File: src/source/mtl_adapter_pkg.sv
package mtl_adapter_pkg;

    // Regions of the 6809 address space as seen by the memory board
    typedef enum logic [2:0] {
        REGION_NONE    = 3'd0,  // Unmapped hole
        REGION_SRAM    = 3'd1,  // Onboard 4 KB SRAM
        REGION_EXP_MEM = 3'd2,  // Memory expansion connector
        REGION_EXP_IO  = 3'd3,  // I/O expansion connector
        REGION_ROM     = 3'd4   // Monitor ROM held in SPI flash
    } mem_region_t;

    // SRAM starts at 0x0000 so only its top is needed
    localparam logic [15:0] SRAM_LAST     = 16'h0FFF;

    localparam logic [15:0] EXP_MEM_FIRST = 16'h1000;  // Expansion memory window
    localparam logic [15:0] EXP_MEM_LAST  = 16'h7FFF;

    localparam logic [15:0] EXP_IO_FIRST  = 16'hA000;  // Expansion I/O window
    localparam logic [15:0] EXP_IO_LAST   = 16'hBFFF;

    // ROM runs to the top of memory and holds the reset vectors
    localparam logic [15:0] ROM_FIRST     = 16'hF000;

    localparam logic [7:0]  FLASH_READ_CMD = 8'h03;  // Plain READ with no dummy cycles
    localparam int          FLASH_ADDR_W   = 24;     // Three address bytes

endpackage

File: src/source/address_decoder.sv
module address_decoder (
    input  logic [15:0]                  i_addr,
    input  logic                         i_prog_mode,    // High while the USB bridge owns flash
    output mtl_adapter_pkg::mem_region_t o_region,
    output logic                         o_sram_sel,
    output logic                         o_rom_sel,
    output logic                         o_exp_mem_sel,
    output logic                         o_exp_io_sel
);
    import mtl_adapter_pkg::*;

    always_comb begin
        if (i_addr <= SRAM_LAST) begin
            o_region = REGION_SRAM;                           // Lowest 4 KB
        end else if (i_addr >= ROM_FIRST) begin
            o_region = REGION_ROM;                            // Top 4 KB
        end else if ((i_addr >= EXP_MEM_FIRST) && (i_addr <= EXP_MEM_LAST)) begin
            o_region = REGION_EXP_MEM;
        end else if ((i_addr >= EXP_IO_FIRST) && (i_addr <= EXP_IO_LAST)) begin
            o_region = REGION_EXP_IO;
        end else begin
            o_region = REGION_NONE;                           // 0x8000 gap and 0xC000 to 0xEFFF
        end
    end

    assign o_sram_sel    = (o_region == REGION_SRAM);
    assign o_rom_sel     = (o_region == REGION_ROM) && !i_prog_mode;  // CPU kept off the flash
    assign o_exp_mem_sel = (o_region == REGION_EXP_MEM);
    assign o_exp_io_sel  = (o_region == REGION_EXP_IO);

    // Overlapping windows in the map would hide behind the priority chain above
    always_comb begin
        map_disjoint: assert ($onehot0({i_addr <= SRAM_LAST,
                                        i_addr >= ROM_FIRST,
                                        (i_addr >= EXP_MEM_FIRST) && (i_addr <= EXP_MEM_LAST),
                                        (i_addr >= EXP_IO_FIRST) && (i_addr <= EXP_IO_LAST)}));
    end

endmodule

File: src/source/e_clk_delay.sv
module e_clk_delay #(
    parameter int E_LONG_DELAY  = 3,
    parameter int E_SHORT_DELAY = 1
) (
    input  logic i_clk,
    input  logic i_rst,
    input  logic i_e,        // E clock straight from the 6809
    output logic o_e_long,   // Late qualifier for SRAM and flash start
    output logic o_e_short   // Early qualifier for the buffer enable
);

    logic [1:0]              e_sync;  // Two flop synchronizer
    logic [E_LONG_DELAY-1:0] e_pipe;  // Bit k is sync E delayed k+1 cycles

    always_ff @(posedge i_clk) begin
        if (i_rst) begin
            e_sync <= '0;
            e_pipe <= '0;
        end else begin
            e_sync <= {e_sync[0], i_e};                         // E is asynchronous here
            e_pipe <= {e_pipe[E_LONG_DELAY-2:0], e_sync[1]};    // Shift toward the long tap
        end
    end

    assign o_e_long  = e_pipe[E_LONG_DELAY-1];   // Both edges delayed equally
    assign o_e_short = e_pipe[E_SHORT_DELAY-1];

    // The short tap must sit inside the pipe and ahead of the long tap
    delay_order: assert property (@(posedge i_clk) disable iff (i_rst)
        (E_SHORT_DELAY >= 1) && (E_SHORT_DELAY < E_LONG_DELAY));

endmodule

File: src/source/mtl_memory_adapter.sv
module mtl_memory_adapter #(
    parameter int                                   E_LONG_DELAY  = 3,
    parameter int                                   E_SHORT_DELAY = 1,
    parameter int                                   SPI_CLK_DIV   = 2,
    parameter logic [mtl_adapter_pkg::FLASH_ADDR_W-1:0] FLASH_BASE    = '0
) (
    input  logic        i_clk,
    input  logic        i_rst,
    input  logic [15:0] i_addr,
    input  logic        i_rw,
    input  logic        i_e,
    input  logic [7:0]  i_data,       // Write data goes straight to the SRAM pins
    output logic [7:0]  o_data,
    output logic        o_data_oe,    // Pad driver enable in the board wrapper
    output logic        o_mrdy,
    output logic        o_dben_n,     // Data bus buffer enable
    output logic        o_sram_ce_n,
    output logic        o_sram_ce2,
    output logic        o_sram_we_n,
    output logic        o_sram_re_n,
    output logic        o_spi_clk,
    output logic        o_spi_mosi,
    output logic        o_spi_cs_n,
    input  logic        i_spi_miso,
    input  logic        i_ft_cs,      // Low while the USB bridge programs flash
    input  logic        i_ft_sck,
    input  logic        i_ft_mosi,
    output logic        o_ft_miso
);
    import mtl_adapter_pkg::*;

    logic        e_long;
    logic        e_short;
    mem_region_t region;
    logic        sram_sel;
    logic        rom_sel;
    logic        prog_mode;
    logic        rdr_spi_clk;
    logic        rdr_spi_mosi;
    logic        rdr_spi_cs_n;
    logic [7:0]  rom_data;

    assign prog_mode = !i_ft_cs;

    e_clk_delay #(
        .E_LONG_DELAY  (E_LONG_DELAY),
        .E_SHORT_DELAY (E_SHORT_DELAY)
    ) u_e_clk_delay (
        .i_clk     (i_clk),
        .i_rst     (i_rst),
        .i_e       (i_e),
        .o_e_long  (e_long),
        .o_e_short (e_short)
    );

    address_decoder u_address_decoder (
        .i_addr        (i_addr),
        .i_prog_mode   (prog_mode),
        .o_region      (region),
        .o_sram_sel    (sram_sel),
        .o_rom_sel     (rom_sel),
        .o_exp_mem_sel (),             // Expansion areas have no device on this board
        .o_exp_io_sel  ()
    );

    sram_strobe_ctrl u_sram_strobe_ctrl (
        .i_clk       (i_clk),
        .i_rst       (i_rst),
        .i_sram_sel  (sram_sel),
        .i_rw        (i_rw),
        .i_e_long    (e_long),
        .o_sram_ce_n (o_sram_ce_n),
        .o_sram_ce2  (o_sram_ce2),
        .o_sram_we_n (o_sram_we_n),
        .o_sram_re_n (o_sram_re_n)
    );

    spi_flash_reader #(
        .SPI_CLK_DIV (SPI_CLK_DIV),
        .FLASH_BASE  (FLASH_BASE)
    ) u_spi_flash_reader (
        .i_clk      (i_clk),
        .i_rst      (i_rst),
        .i_rom_sel  (rom_sel),
        .i_rw       (i_rw),
        .i_e_long   (e_long),
        .i_addr     (i_addr[11:0]),
        .i_spi_miso (i_spi_miso),
        .o_spi_clk  (rdr_spi_clk),
        .o_spi_mosi (rdr_spi_mosi),
        .o_spi_cs_n (rdr_spi_cs_n),
        .o_mrdy     (o_mrdy),
        .o_rom_data (rom_data)
    );

    assign o_data    = rom_data;                     // ROM is the only internal read source
    assign o_data_oe = rom_sel && i_rw && o_mrdy;    // Drive once the byte is in

    // Buffer opens early for SRAM and ROM writes, and for ROM reads once data is ready
    assign o_dben_n = !((sram_sel && e_short) ||
                        (rom_sel && ((i_rw && o_mrdy) || (!i_rw && e_short))));

    assign o_spi_clk  = i_ft_cs ? rdr_spi_clk  : i_ft_sck;    // Bridge owns the pins when low
    assign o_spi_mosi = i_ft_cs ? rdr_spi_mosi : i_ft_mosi;
    assign o_spi_cs_n = i_ft_cs ? rdr_spi_cs_n : i_ft_cs;
    assign o_ft_miso  = i_ft_cs ? 1'b0 : i_spi_miso;          // Bridge sees flash only when it owns it

    // A CPU stall only ever comes from a ROM access, never from another region
    stall_only_rom: assert property (@(posedge i_clk) disable iff (i_rst)
        !o_mrdy |-> (region == REGION_ROM));

endmodule

File: src/source/spi_flash_reader.sv
module spi_flash_reader #(
    parameter int                                   SPI_CLK_DIV = 2,
    parameter logic [mtl_adapter_pkg::FLASH_ADDR_W-1:0] FLASH_BASE  = '0
) (
    input  logic        i_clk,
    input  logic        i_rst,
    input  logic        i_rom_sel,
    input  logic        i_rw,
    input  logic        i_e_long,
    input  logic [11:0] i_addr,        // Offset inside the ROM window
    input  logic        i_spi_miso,
    output logic        o_spi_clk,
    output logic        o_spi_mosi,
    output logic        o_spi_cs_n,
    output logic        o_mrdy,        // Low stretches the CPU clock
    output logic [7:0]  o_rom_data
);
    import mtl_adapter_pkg::*;

    localparam int TX_W  = 8 + FLASH_ADDR_W;  // Opcode then address
    localparam int CNT_W = $clog2(TX_W);
    localparam int DIV_W = (SPI_CLK_DIV > 1) ? $clog2(SPI_CLK_DIV) : 1;

    typedef enum logic [1:0] {
        S_IDLE,
        S_SHIFT,      // Command and address out
        S_RECEIVE,    // Data byte in
        S_DONE        // Byte held until E drops
    } state_t;

    state_t                  state;
    logic                    e_long_q;     // For E rise detect
    logic                    start;
    logic                    busy;
    logic                    tick;         // Half SPI period elapsed
    logic [DIV_W-1:0]        div_cnt;
    logic [CNT_W-1:0]        bit_cnt;
    logic [TX_W-1:0]         tx_shift;
    logic [7:0]              rx_shift;
    logic [FLASH_ADDR_W-1:0] flash_addr;

    assign flash_addr = FLASH_BASE + {{(FLASH_ADDR_W-12){1'b0}}, i_addr};
    assign start      = i_e_long && !e_long_q && i_rom_sel && i_rw && (state == S_IDLE);
    assign busy       = (state == S_SHIFT) || (state == S_RECEIVE);
    assign tick       = (div_cnt == DIV_W'(SPI_CLK_DIV - 1));
    assign o_mrdy     = !(start || busy);       // Drops in the start cycle itself
    assign o_spi_mosi = tx_shift[TX_W-1];       // MSB first

    always_ff @(posedge i_clk) begin
        if (i_rst) begin
            state      <= S_IDLE;
            e_long_q   <= 1'b0;
            div_cnt    <= '0;
            bit_cnt    <= '0;
            o_spi_clk  <= 1'b0;                 // Mode 0 idles low
            o_spi_cs_n <= 1'b1;
        end else begin
            e_long_q <= i_e_long;
            div_cnt  <= (busy && !tick) ? div_cnt + 1'b1 : '0;
            case (state)
                S_IDLE: begin
                    if (start) begin
                        state      <= S_SHIFT;
                        o_spi_cs_n <= 1'b0;
                        bit_cnt    <= '0;
                    end
                end
                S_SHIFT: begin
                    if (tick) begin
                        if (!o_spi_clk) begin
                            o_spi_clk <= 1'b1;  // Flash samples MOSI here
                        end else begin
                            o_spi_clk <= 1'b0;
                            bit_cnt   <= bit_cnt + 1'b1;
                            if (bit_cnt == CNT_W'(TX_W - 1)) begin
                                state   <= S_RECEIVE;  // Flash starts driving on this fall
                                bit_cnt <= '0;
                            end
                        end
                    end
                end
                S_RECEIVE: begin
                    if (tick) begin
                        if (!o_spi_clk) begin
                            o_spi_clk <= 1'b1;
                        end else begin
                            o_spi_clk <= 1'b0;
                            bit_cnt   <= bit_cnt + 1'b1;
                            if (bit_cnt == CNT_W'(7)) begin
                                state      <= S_DONE;
                                o_spi_cs_n <= 1'b1;    // Ends the READ, clock already low
                            end
                        end
                    end
                end
                S_DONE: begin
                    if (!i_e_long) begin
                        state <= S_IDLE;        // One read per E window
                    end
                end
                default: begin
                    state <= S_IDLE;
                end
            endcase
        end
    end

    always_ff @(posedge i_clk) begin
        if (start) begin
            tx_shift <= {FLASH_READ_CMD, flash_addr};
        end else if ((state == S_SHIFT) && tick && o_spi_clk) begin
            tx_shift <= {tx_shift[TX_W-2:0], 1'b0};   // Next bit after falling edge
        end
        if ((state == S_RECEIVE) && tick && !o_spi_clk) begin
            rx_shift <= {rx_shift[6:0], i_spi_miso};  // Sample with the rising edge
        end
        if ((state == S_RECEIVE) && tick && o_spi_clk && (bit_cnt == CNT_W'(7))) begin
            o_rom_data <= rx_shift;
        end
    end

    // The CPU holds E high for as long as MRDY stretches the cycle
    stall_holds_e: assert property (@(posedge i_clk) disable iff (i_rst)
        !o_mrdy |-> i_e_long);

endmodule

File: src/source/sram_strobe_ctrl.sv
module sram_strobe_ctrl (
    input  logic i_clk,
    input  logic i_rst,
    input  logic i_sram_sel,    // Address decodes to SRAM
    input  logic i_rw,          // 1 read, 0 write
    input  logic i_e_long,      // Delayed E window
    output logic o_sram_ce_n,
    output logic o_sram_ce2,
    output logic o_sram_we_n,
    output logic o_sram_re_n
);

    logic access;  // SRAM cycle inside the delayed E window

    assign access = i_sram_sel && i_e_long;

    // Registered so the enables stay clean while the address bus settles
    always_ff @(posedge i_clk) begin
        if (i_rst) begin
            o_sram_ce_n <= 1'b1;
            o_sram_ce2  <= 1'b0;
            o_sram_we_n <= 1'b1;
            o_sram_re_n <= 1'b1;
        end else begin
            o_sram_ce_n <= !access;
            o_sram_ce2  <= access;                // Second enable tracks the first
            o_sram_we_n <= !(access && !i_rw);    // Write pulse
            o_sram_re_n <= !(access && i_rw);     // Output enable for reads
        end
    end

    // The CPU keeps R/W steady for a whole enabled SRAM window
    rw_steady: assert property (@(posedge i_clk) disable iff (i_rst)
        (!o_sram_ce_n && $past(!o_sram_ce_n)) |-> $stable(o_sram_we_n));

endmodule

File: config.mk
export PLATFORM = sky130hd
export DESIGN_NAME = mtl_memory_adapter
export DESIGN_NICKNAME = d
export VERILOG_FILES = /design/src/source/mtl_adapter_pkg.sv /design/src/source/address_decoder.sv /design/src/source/e_clk_delay.sv /design/src/source/mtl_memory_adapter.sv /design/src/source/spi_flash_reader.sv /design/src/source/sram_strobe_ctrl.sv
export SDC_FILE = /design/constraint.sdc
export NUM_CORES = 1
export LEC_CHECK = 0
export BUFFER_PORTS_ARGS = -buffer_cell sky130_fd_sc_hd__buf_2
export CORE_MARGIN = 4
export CORE_UTILIZATION = 54
export DETAILED_ROUTE_END_ITERATION = 12
export PLACE_DENSITY = 0.85
export SETUP_SLACK_MARGIN = 0.02
export SYNTH_ARGS = -nofsm -noshare
export SYNTH_HDL_FRONTEND = slang
export SYNTH_SLANG_ARGS = --single-unit
File: constraint.sdc
create_clock -name i_clk -period 2.9 [get_ports i_clk]
set_input_delay 0 -clock i_clk [delete_from_list [all_inputs] [get_ports i_clk]]
set_output_delay 0 -clock i_clk [all_outputs]
set_load 0.02 [all_outputs]
# [Word level (Yosys, flattened, before mapping)]
# Index checks and enable logic that the tools add are counted.
[word_totals] register_bits=68 in_bits=32 output_inout_bits=19 wordCells=118
[op_classes] n_addsub=2 magnitude_cmp=6 eq_ne=15 mux=32 bitwise=1 reduce_logical=46
[op_table] operator="$ge A16 B16 Y1 const B" n=2
[op_table] operator="$mux W5" n=6
[op_table] operator="$mux W12" n=2
[op_table] operator="$logic_and A1 B1 Y1" n=23
[op_table] operator="$mux W2" n=9
[op_table] operator="$ge A16 B13 Y1 const B" n=1
[op_table] operator="$le A16 B12 Y1 const B" n=1
[op_table] operator="$le A16 B15 Y1 const B" n=1
[op_table] operator="$le A16 B16 Y1 const B" n=1
[op_table] operator="$pmux W5 S3" n=1
[op_table] operator="$ne A2 B1 Y1 const B" n=7
[op_table] operator="$logic_not A1 Y1" n=9
[op_table] operator="$mux W1" n=9
[op_table] operator="$mux W3" n=3
[op_table] operator="$pmux W2 S4" n=1
[op_table] operator="$reduce_and A8 Y1" n=1
[op_table] operator="$reduce_and A6 Y1" n=1
[op_table] operator="$add A5 B1 Y5 const B" n=1
[op_table] operator="$eq A5 B3 Y1 const B" n=1
[op_table] operator="$eq A5 B5 Y1 const B" n=1
[op_table] operator="$reduce_and A5 Y1" n=1
[op_table] operator="$eq A2 B2 Y1 const B" n=2
[op_table] operator="$logic_or A1 B1 Y1" n=4
[op_table] operator="$reduce_bool A2 Y1" n=2
[op_table] operator="11 further kinds" n=12

# [Longest topological paths before layout]
[depth] word_depth=18 mapped_depth=8 depth_no_buf=7

# [By module]
# From an unflattened synthesis, not the netlist that was laid out.
[hier_totals] cells_unflattened=268 hier_area_um2=2777.7
[modules_own_cells] mod="spi_flash_reader" instances=1 cells_each=231 area_each_um2=2402.3
[modules_own_cells] mod="e_clk_delay" instances=1 cells_each=10 area_each_um2=131.4
[modules_own_cells] mod="sram_strobe_ctrl" instances=1 cells_each=8 area_each_um2=116.4
[modules_own_cells] mod="mtl_memory_adapter" instances=1 cells_each=9 area_each_um2=65.1
[modules_own_cells] mod="address_decoder" instances=1 cells_each=10 area_each_um2=62.6

# [Least setup slack after synthesis]
# Ideal clock, no wire load.
[synth_timing] path_kind="register -> register" startpoint="register u_spi_flash_reader.state[0]" endpoint="register u_spi_flash_reader.o_rom_data[0], enable pin" setup_time_ps=398 arrival_time_ps=1664 required_time_ps=2502 slack_ps=838 stages_incl_launch_ff=6 path_buffers=1 period_less_slack_ps=2062 cell_sequence="dfxtp_1 > inv_1 > ha_1 > buf_6 > nand3_1 > nor4_1"
[synth_between] elab_chain_len=4
[synth_lines] element="start: declaration" line_no="spi_flash_reader.sv:31" source="state_t state;"
[synth_lines] element="start signal: assignment" line_no="spi_flash_reader.sv:51" source="state <= S_IDLE;"
[synth_lines] element="start signal: assignment" line_no="spi_flash_reader.sv:63" source="state <= S_SHIFT;"
[synth_lines] element="start signal: assignment" line_no="spi_flash_reader.sv:76" source="state <= S_RECEIVE;"
[synth_lines] element="$eq A2 B2 Y1" line_no="spi_flash_reader.sv:117" source="if ((state == S_RECEIVE) && tick && o_spi_clk && (bit_cnt == CNT_W'(7))) begin"
[synth_lines] element="$logic_and A1 B1 Y1 (3 in a row)" line_no="spi_flash_reader.sv:117"
[synth_lines] element="end signal: assignment" line_no="spi_flash_reader.sv:118" source="o_rom_data <= rx_shift;"
[synth_lines] element="end: declaration" line_no="spi_flash_reader.sv:16" source="output logic [7:0] o_rom_data"
# Every way passes these cells.
# A chain may end at the register's enable or synchronous reset.

# [Final worst setup path]
[layout_timing] startpoint="register u_spi_flash_reader.state[0]" endpoint="output o_dben_n"
[layout_between] elab_chain_len=9
[layout_lines] element="$eq A2 B1 Y1, or another cell as far along" line_no="spi_flash_reader.sv:44" source="assign busy = (state == S_SHIFT) || (state == S_RECEIVE);"
[layout_lines] element="$logic_or A1 B1 Y1 / $logic_and A1 B1 Y1 (equally long branches)" line_no="spi_flash_reader.sv:44, spi_flash_reader.sv:43"
[layout_lines] element="$logic_or A1 B1 Y1 (*)" line_no="spi_flash_reader.sv:46" source="assign o_mrdy = !(start || busy);"
[layout_lines] element="$logic_not A1 Y1 (*)" line_no="spi_flash_reader.sv:46"
[layout_lines] element="$logic_and A1 B1 Y1 (*)" line_no="mtl_memory_adapter.sv:101" source="(rom_sel && ((i_rw && o_mrdy) || (!i_rw && e_short))));"
[layout_lines] element="$logic_or A1 B1 Y1 (*)" line_no="mtl_memory_adapter.sv:101"
[layout_lines] element="$logic_and A1 B1 Y1 (*)" line_no="mtl_memory_adapter.sv:101"
[layout_lines] element="$logic_or A1 B1 Y1 (*)" line_no="mtl_memory_adapter.sv:100" source="assign o_dben_n = !((sram_sel && e_short) ||"
[layout_lines] element="$logic_not A1 Y1 (*)" line_no="mtl_memory_adapter.sv:100"
[layout_lines] element="end: declaration" line_no="mtl_memory_adapter.sv:16" source="output logic o_dben_n,"
# Mark *: on every way between the ends. The rest lies on a longest branch, timed or not.

==> impl_metrics.tcl <==
set metrics [dict create \
    synth_xor_area_share_pct 0.329 \
    maxCapViolations 0 \
    firstDrtPassIters 5 \
    clk_latency_ns 0.34 \
    final_max_slew_viol_count 0 \
    cts.path.max_buffers 2 \
    r2r_slack_ns 0.83 \
    peakVddDrop_mv 0.392 \
    cp-end-kind "output pin" \
    core_um2 4750 \
    antenna_found_initial 0 \
    grt_max_degree 33 \
    syn_to_final_growth_pct 25.4 \
    fin_nets 360 \
    cts_root_buf "clkbuf_8" \
    synth.area.mux_share_pct 0.847 \
    rr_worst_depth 6 \
    initial_core_util_pct 55.9 \
    first_global_vias 2019 \
    grt_pass1_wl_mm 9.32 \
    synth_area_um2 2660 \
    synthAdderAreaFrac_pct 3.76 \
    fin_ws_ns 0.774 \
    dp_slack_ns 0.877 \
    worst_pin_slew_ns 0.677 \
    wl_per_cell_um 14.2 \
    period_minus_slack_ns 2.13 \
    clk_pin_slew_ns 0.07 \
    overflow 0 \
    synth.largest_area_cell "edfxtp_1" \
    period_share_pct 73.3 \
    cp-start-kind "register" \
    hold_class "input pin to register" \
    synth_compound_area_share_pct 10.0 \
    synthCells 260 \
    post_cts_buffers 0 \
    drt-initial-drc-count 108 \
    async_flop_share_pct 0 \
    fin_skew_ns 0.00765 \
    post-dp-hpwl_mm 3.31 \
    setup-violations-final 0 \
    diodes 0 \
    cts_tree "built" \
    drive_gt1_share_pct 20.3 \
    synth_top_family_by_area "simple AND/OR/NAND/NOR gates" \
    critPathKind "register to output pin" \
    fill_cells 350 \
    slew_headroom_pct 54.8 \
    timing.setup.tns_ns 0 \
    drtAntennaViolNets 0 \
    cts_buffers 9 \
    ioPinCount 51 \
    drc 0 \
    synth_top_cell_area_share_pct 31.6 \
    syn_area_per_cell_um2 10.2 \
    synthSimpleGateAreaFrac_pct 20.6 \
    die_w_um 78.2 \
    groute.usage.overall_pct 19.7 \
    synth-main-ff-cell "dfxtp_1" \
    crit_fanout 32 \
    fmax_mhz 470 \
    yosysSeqAreaShare_pct 61.7 \
    routabilityCongestion 0.819 \
    synthTopCellsByArea "edfxtp_1, dfxtp_1, nand2_1" \
    synth_warnings 0 \
    h-tree-depth 3 \
    required_ns 2.90 \
    ys_ff_latch 68 \
    via_count 2061 \
    status "complete, no violations" \
    hold_viol 0 \
    io_buffers 42 \
    die_h_um 78.2 \
    powerDensity_nw_per_um2 647 \
    die_area_um2 6110 \
    rows 25 \
    cts_resized 0 \
    synthesis.nets 300 \
    cts_sinks 68 \
    netlist-cell-type-count 41 \
    whs_path_depth 3 \
    rsz0062_at_grt "false" \
    vias_per_cell 5.26 \
    leakage_uw 0.00143 \
    drt-total-wl_mm 5.55 \
    synth_edf_count 28 \
    crit_arrival_ns 2.13 \
]
[through the flow]
step	instance area (um2)	cells	hold slack, ns	total power (uW)	util [%]
after CTS	3330	392	0.00996	2160	70.1
final	3330	392	0.0191	2160	70.1
after detailed placement	2930	361	0.207	1220	61.6
after floorplan	2660	260	0.0619	1160	-
after global routing	3330	392	0.0152	2240	70.1
after global placement	2930	361	0.202	1210	61.6
[cell usage in the layout, fill, tap and decap left out, types with 3 or more instances in the layout]
cell type	netlist	layout
nand2_1	78	78
buf_2	2	42
dfxtp_1	40	40
edfxtp_1	28	28
a21oi_1	24	24
dlygate4sd3_1	0	15
clkbuf_8	0	10
nor2b_1	9	9
ha_1	8	8
nand3_1	7	7
nor2_1	6	6
o21ai_0	6	6
and3_1	4	4
inv_1	4	4
buf_4	0	4
clkbuf_16	0	3
[cells by family (layout without fill, tap and decap cells)]
logic type | after synthesis | after routing
multiplexers | 2 | 2
adder cells (fa/ha/maj) | 8 | 8
AO/OA/AOI/OAI | 44 | 44
buffers and inverters | 16 | 81
XOR/XNOR | 1 | 1
flip-flops | 68 | 68
AND/OR/NAND/NOR | 121 | 121
[power by group]
group / internal (uW) / leakage (uW) / switching [uW]
combinational: 82.4 / 0.000728 / 115
sequential: 1000 / 0.000575 / 15.3
clock: 579 / 0.000131 / 362
[synth_stat cells (all sizes together), types with 3 or more instances]
library cell and instances:
dfxtp 40, ha 8, and3 4, clkbuf 9, o21ai 6, nor2 6, inv 4, edfxtp 28
nand2 78, buf 3, a21oi 24, nand3 7, nor2b 9
[state kept, by name, summed over array words and instances, names as in the netlist]
register and flops:
u_e_clk_delay.e_pipe 3, u_e_clk_delay.e_sync 2, u_spi_flash_reader.bit_cnt 5, u_spi_flash_reader.div_cnt 1, u_spi_flash_reader.e_long_q 1, u_spi_flash_reader.o_rom_data 8
u_spi_flash_reader.o_spi_clk 1, u_spi_flash_reader.o_spi_cs_n 1, u_spi_flash_reader.rx_shift 8, u_spi_flash_reader.state 2, u_spi_flash_reader.tx_shift 32, u_sram_strobe_ctrl.o_sram_ce2 1
u_sram_strobe_ctrl.o_sram_ce_n 1, u_sram_strobe_ctrl.o_sram_re_n 1, u_sram_strobe_ctrl.o_sram_we_n 1
[worst max-delay path, cell delays in order, from the launching register on]
cell	delay, ns
dfxtp_1	0.43
inv_1	0.11
ha_1	0.24
and3_1	0.15
buf_4	0.23
nor4b_1	0.37
a21oi_1	0.08
buf_2	0.17
[worst paths after layout]
path                                  startpoint                                to
setup / recovery     u_spi_flash_reader.state[0]                          o_dben_n
hold / removal                        i_addr[12]     u_sram_strobe_ctrl.o_sram_ce2
setup reg to reg     u_spi_flash_reader.state[0]     u_spi_flash_reader.bit_cnt[0]
hold reg to reg   u_spi_flash_reader.rx_shift[7]  u_spi_flash_reader.o_rom_data[7]
[routing by layer]
metal,up-vias,GRT usage [%],wire (um)
li1,1016,-,-
met3,19,6.88,377
met2,94,32.4,2650
met1,932,23.2,2320
met4,0,9.09,201
met5,-,0,0
[timing repair]
action / in CTS / in global routing
hold buffers: 15 / 0
endpoints found under the hold margin: 16 / 0
setup endpoints to repair: 0 / 0
[final cells by class]
class	count	area, um2	share of cell area [%]
Sequential cell	68	1640	49.2
Multi-Input combinational cell	176	947	28.4
Timing Repair Buffer	61	390	11.7
Clock buffer	13	213	6.38
Tap cell	67	83.8	2.51
Clock inverter	3	43.8	1.31
Inverter	4	15.0	0.450
Note: power is estimated with default switching activity, not from simulation.
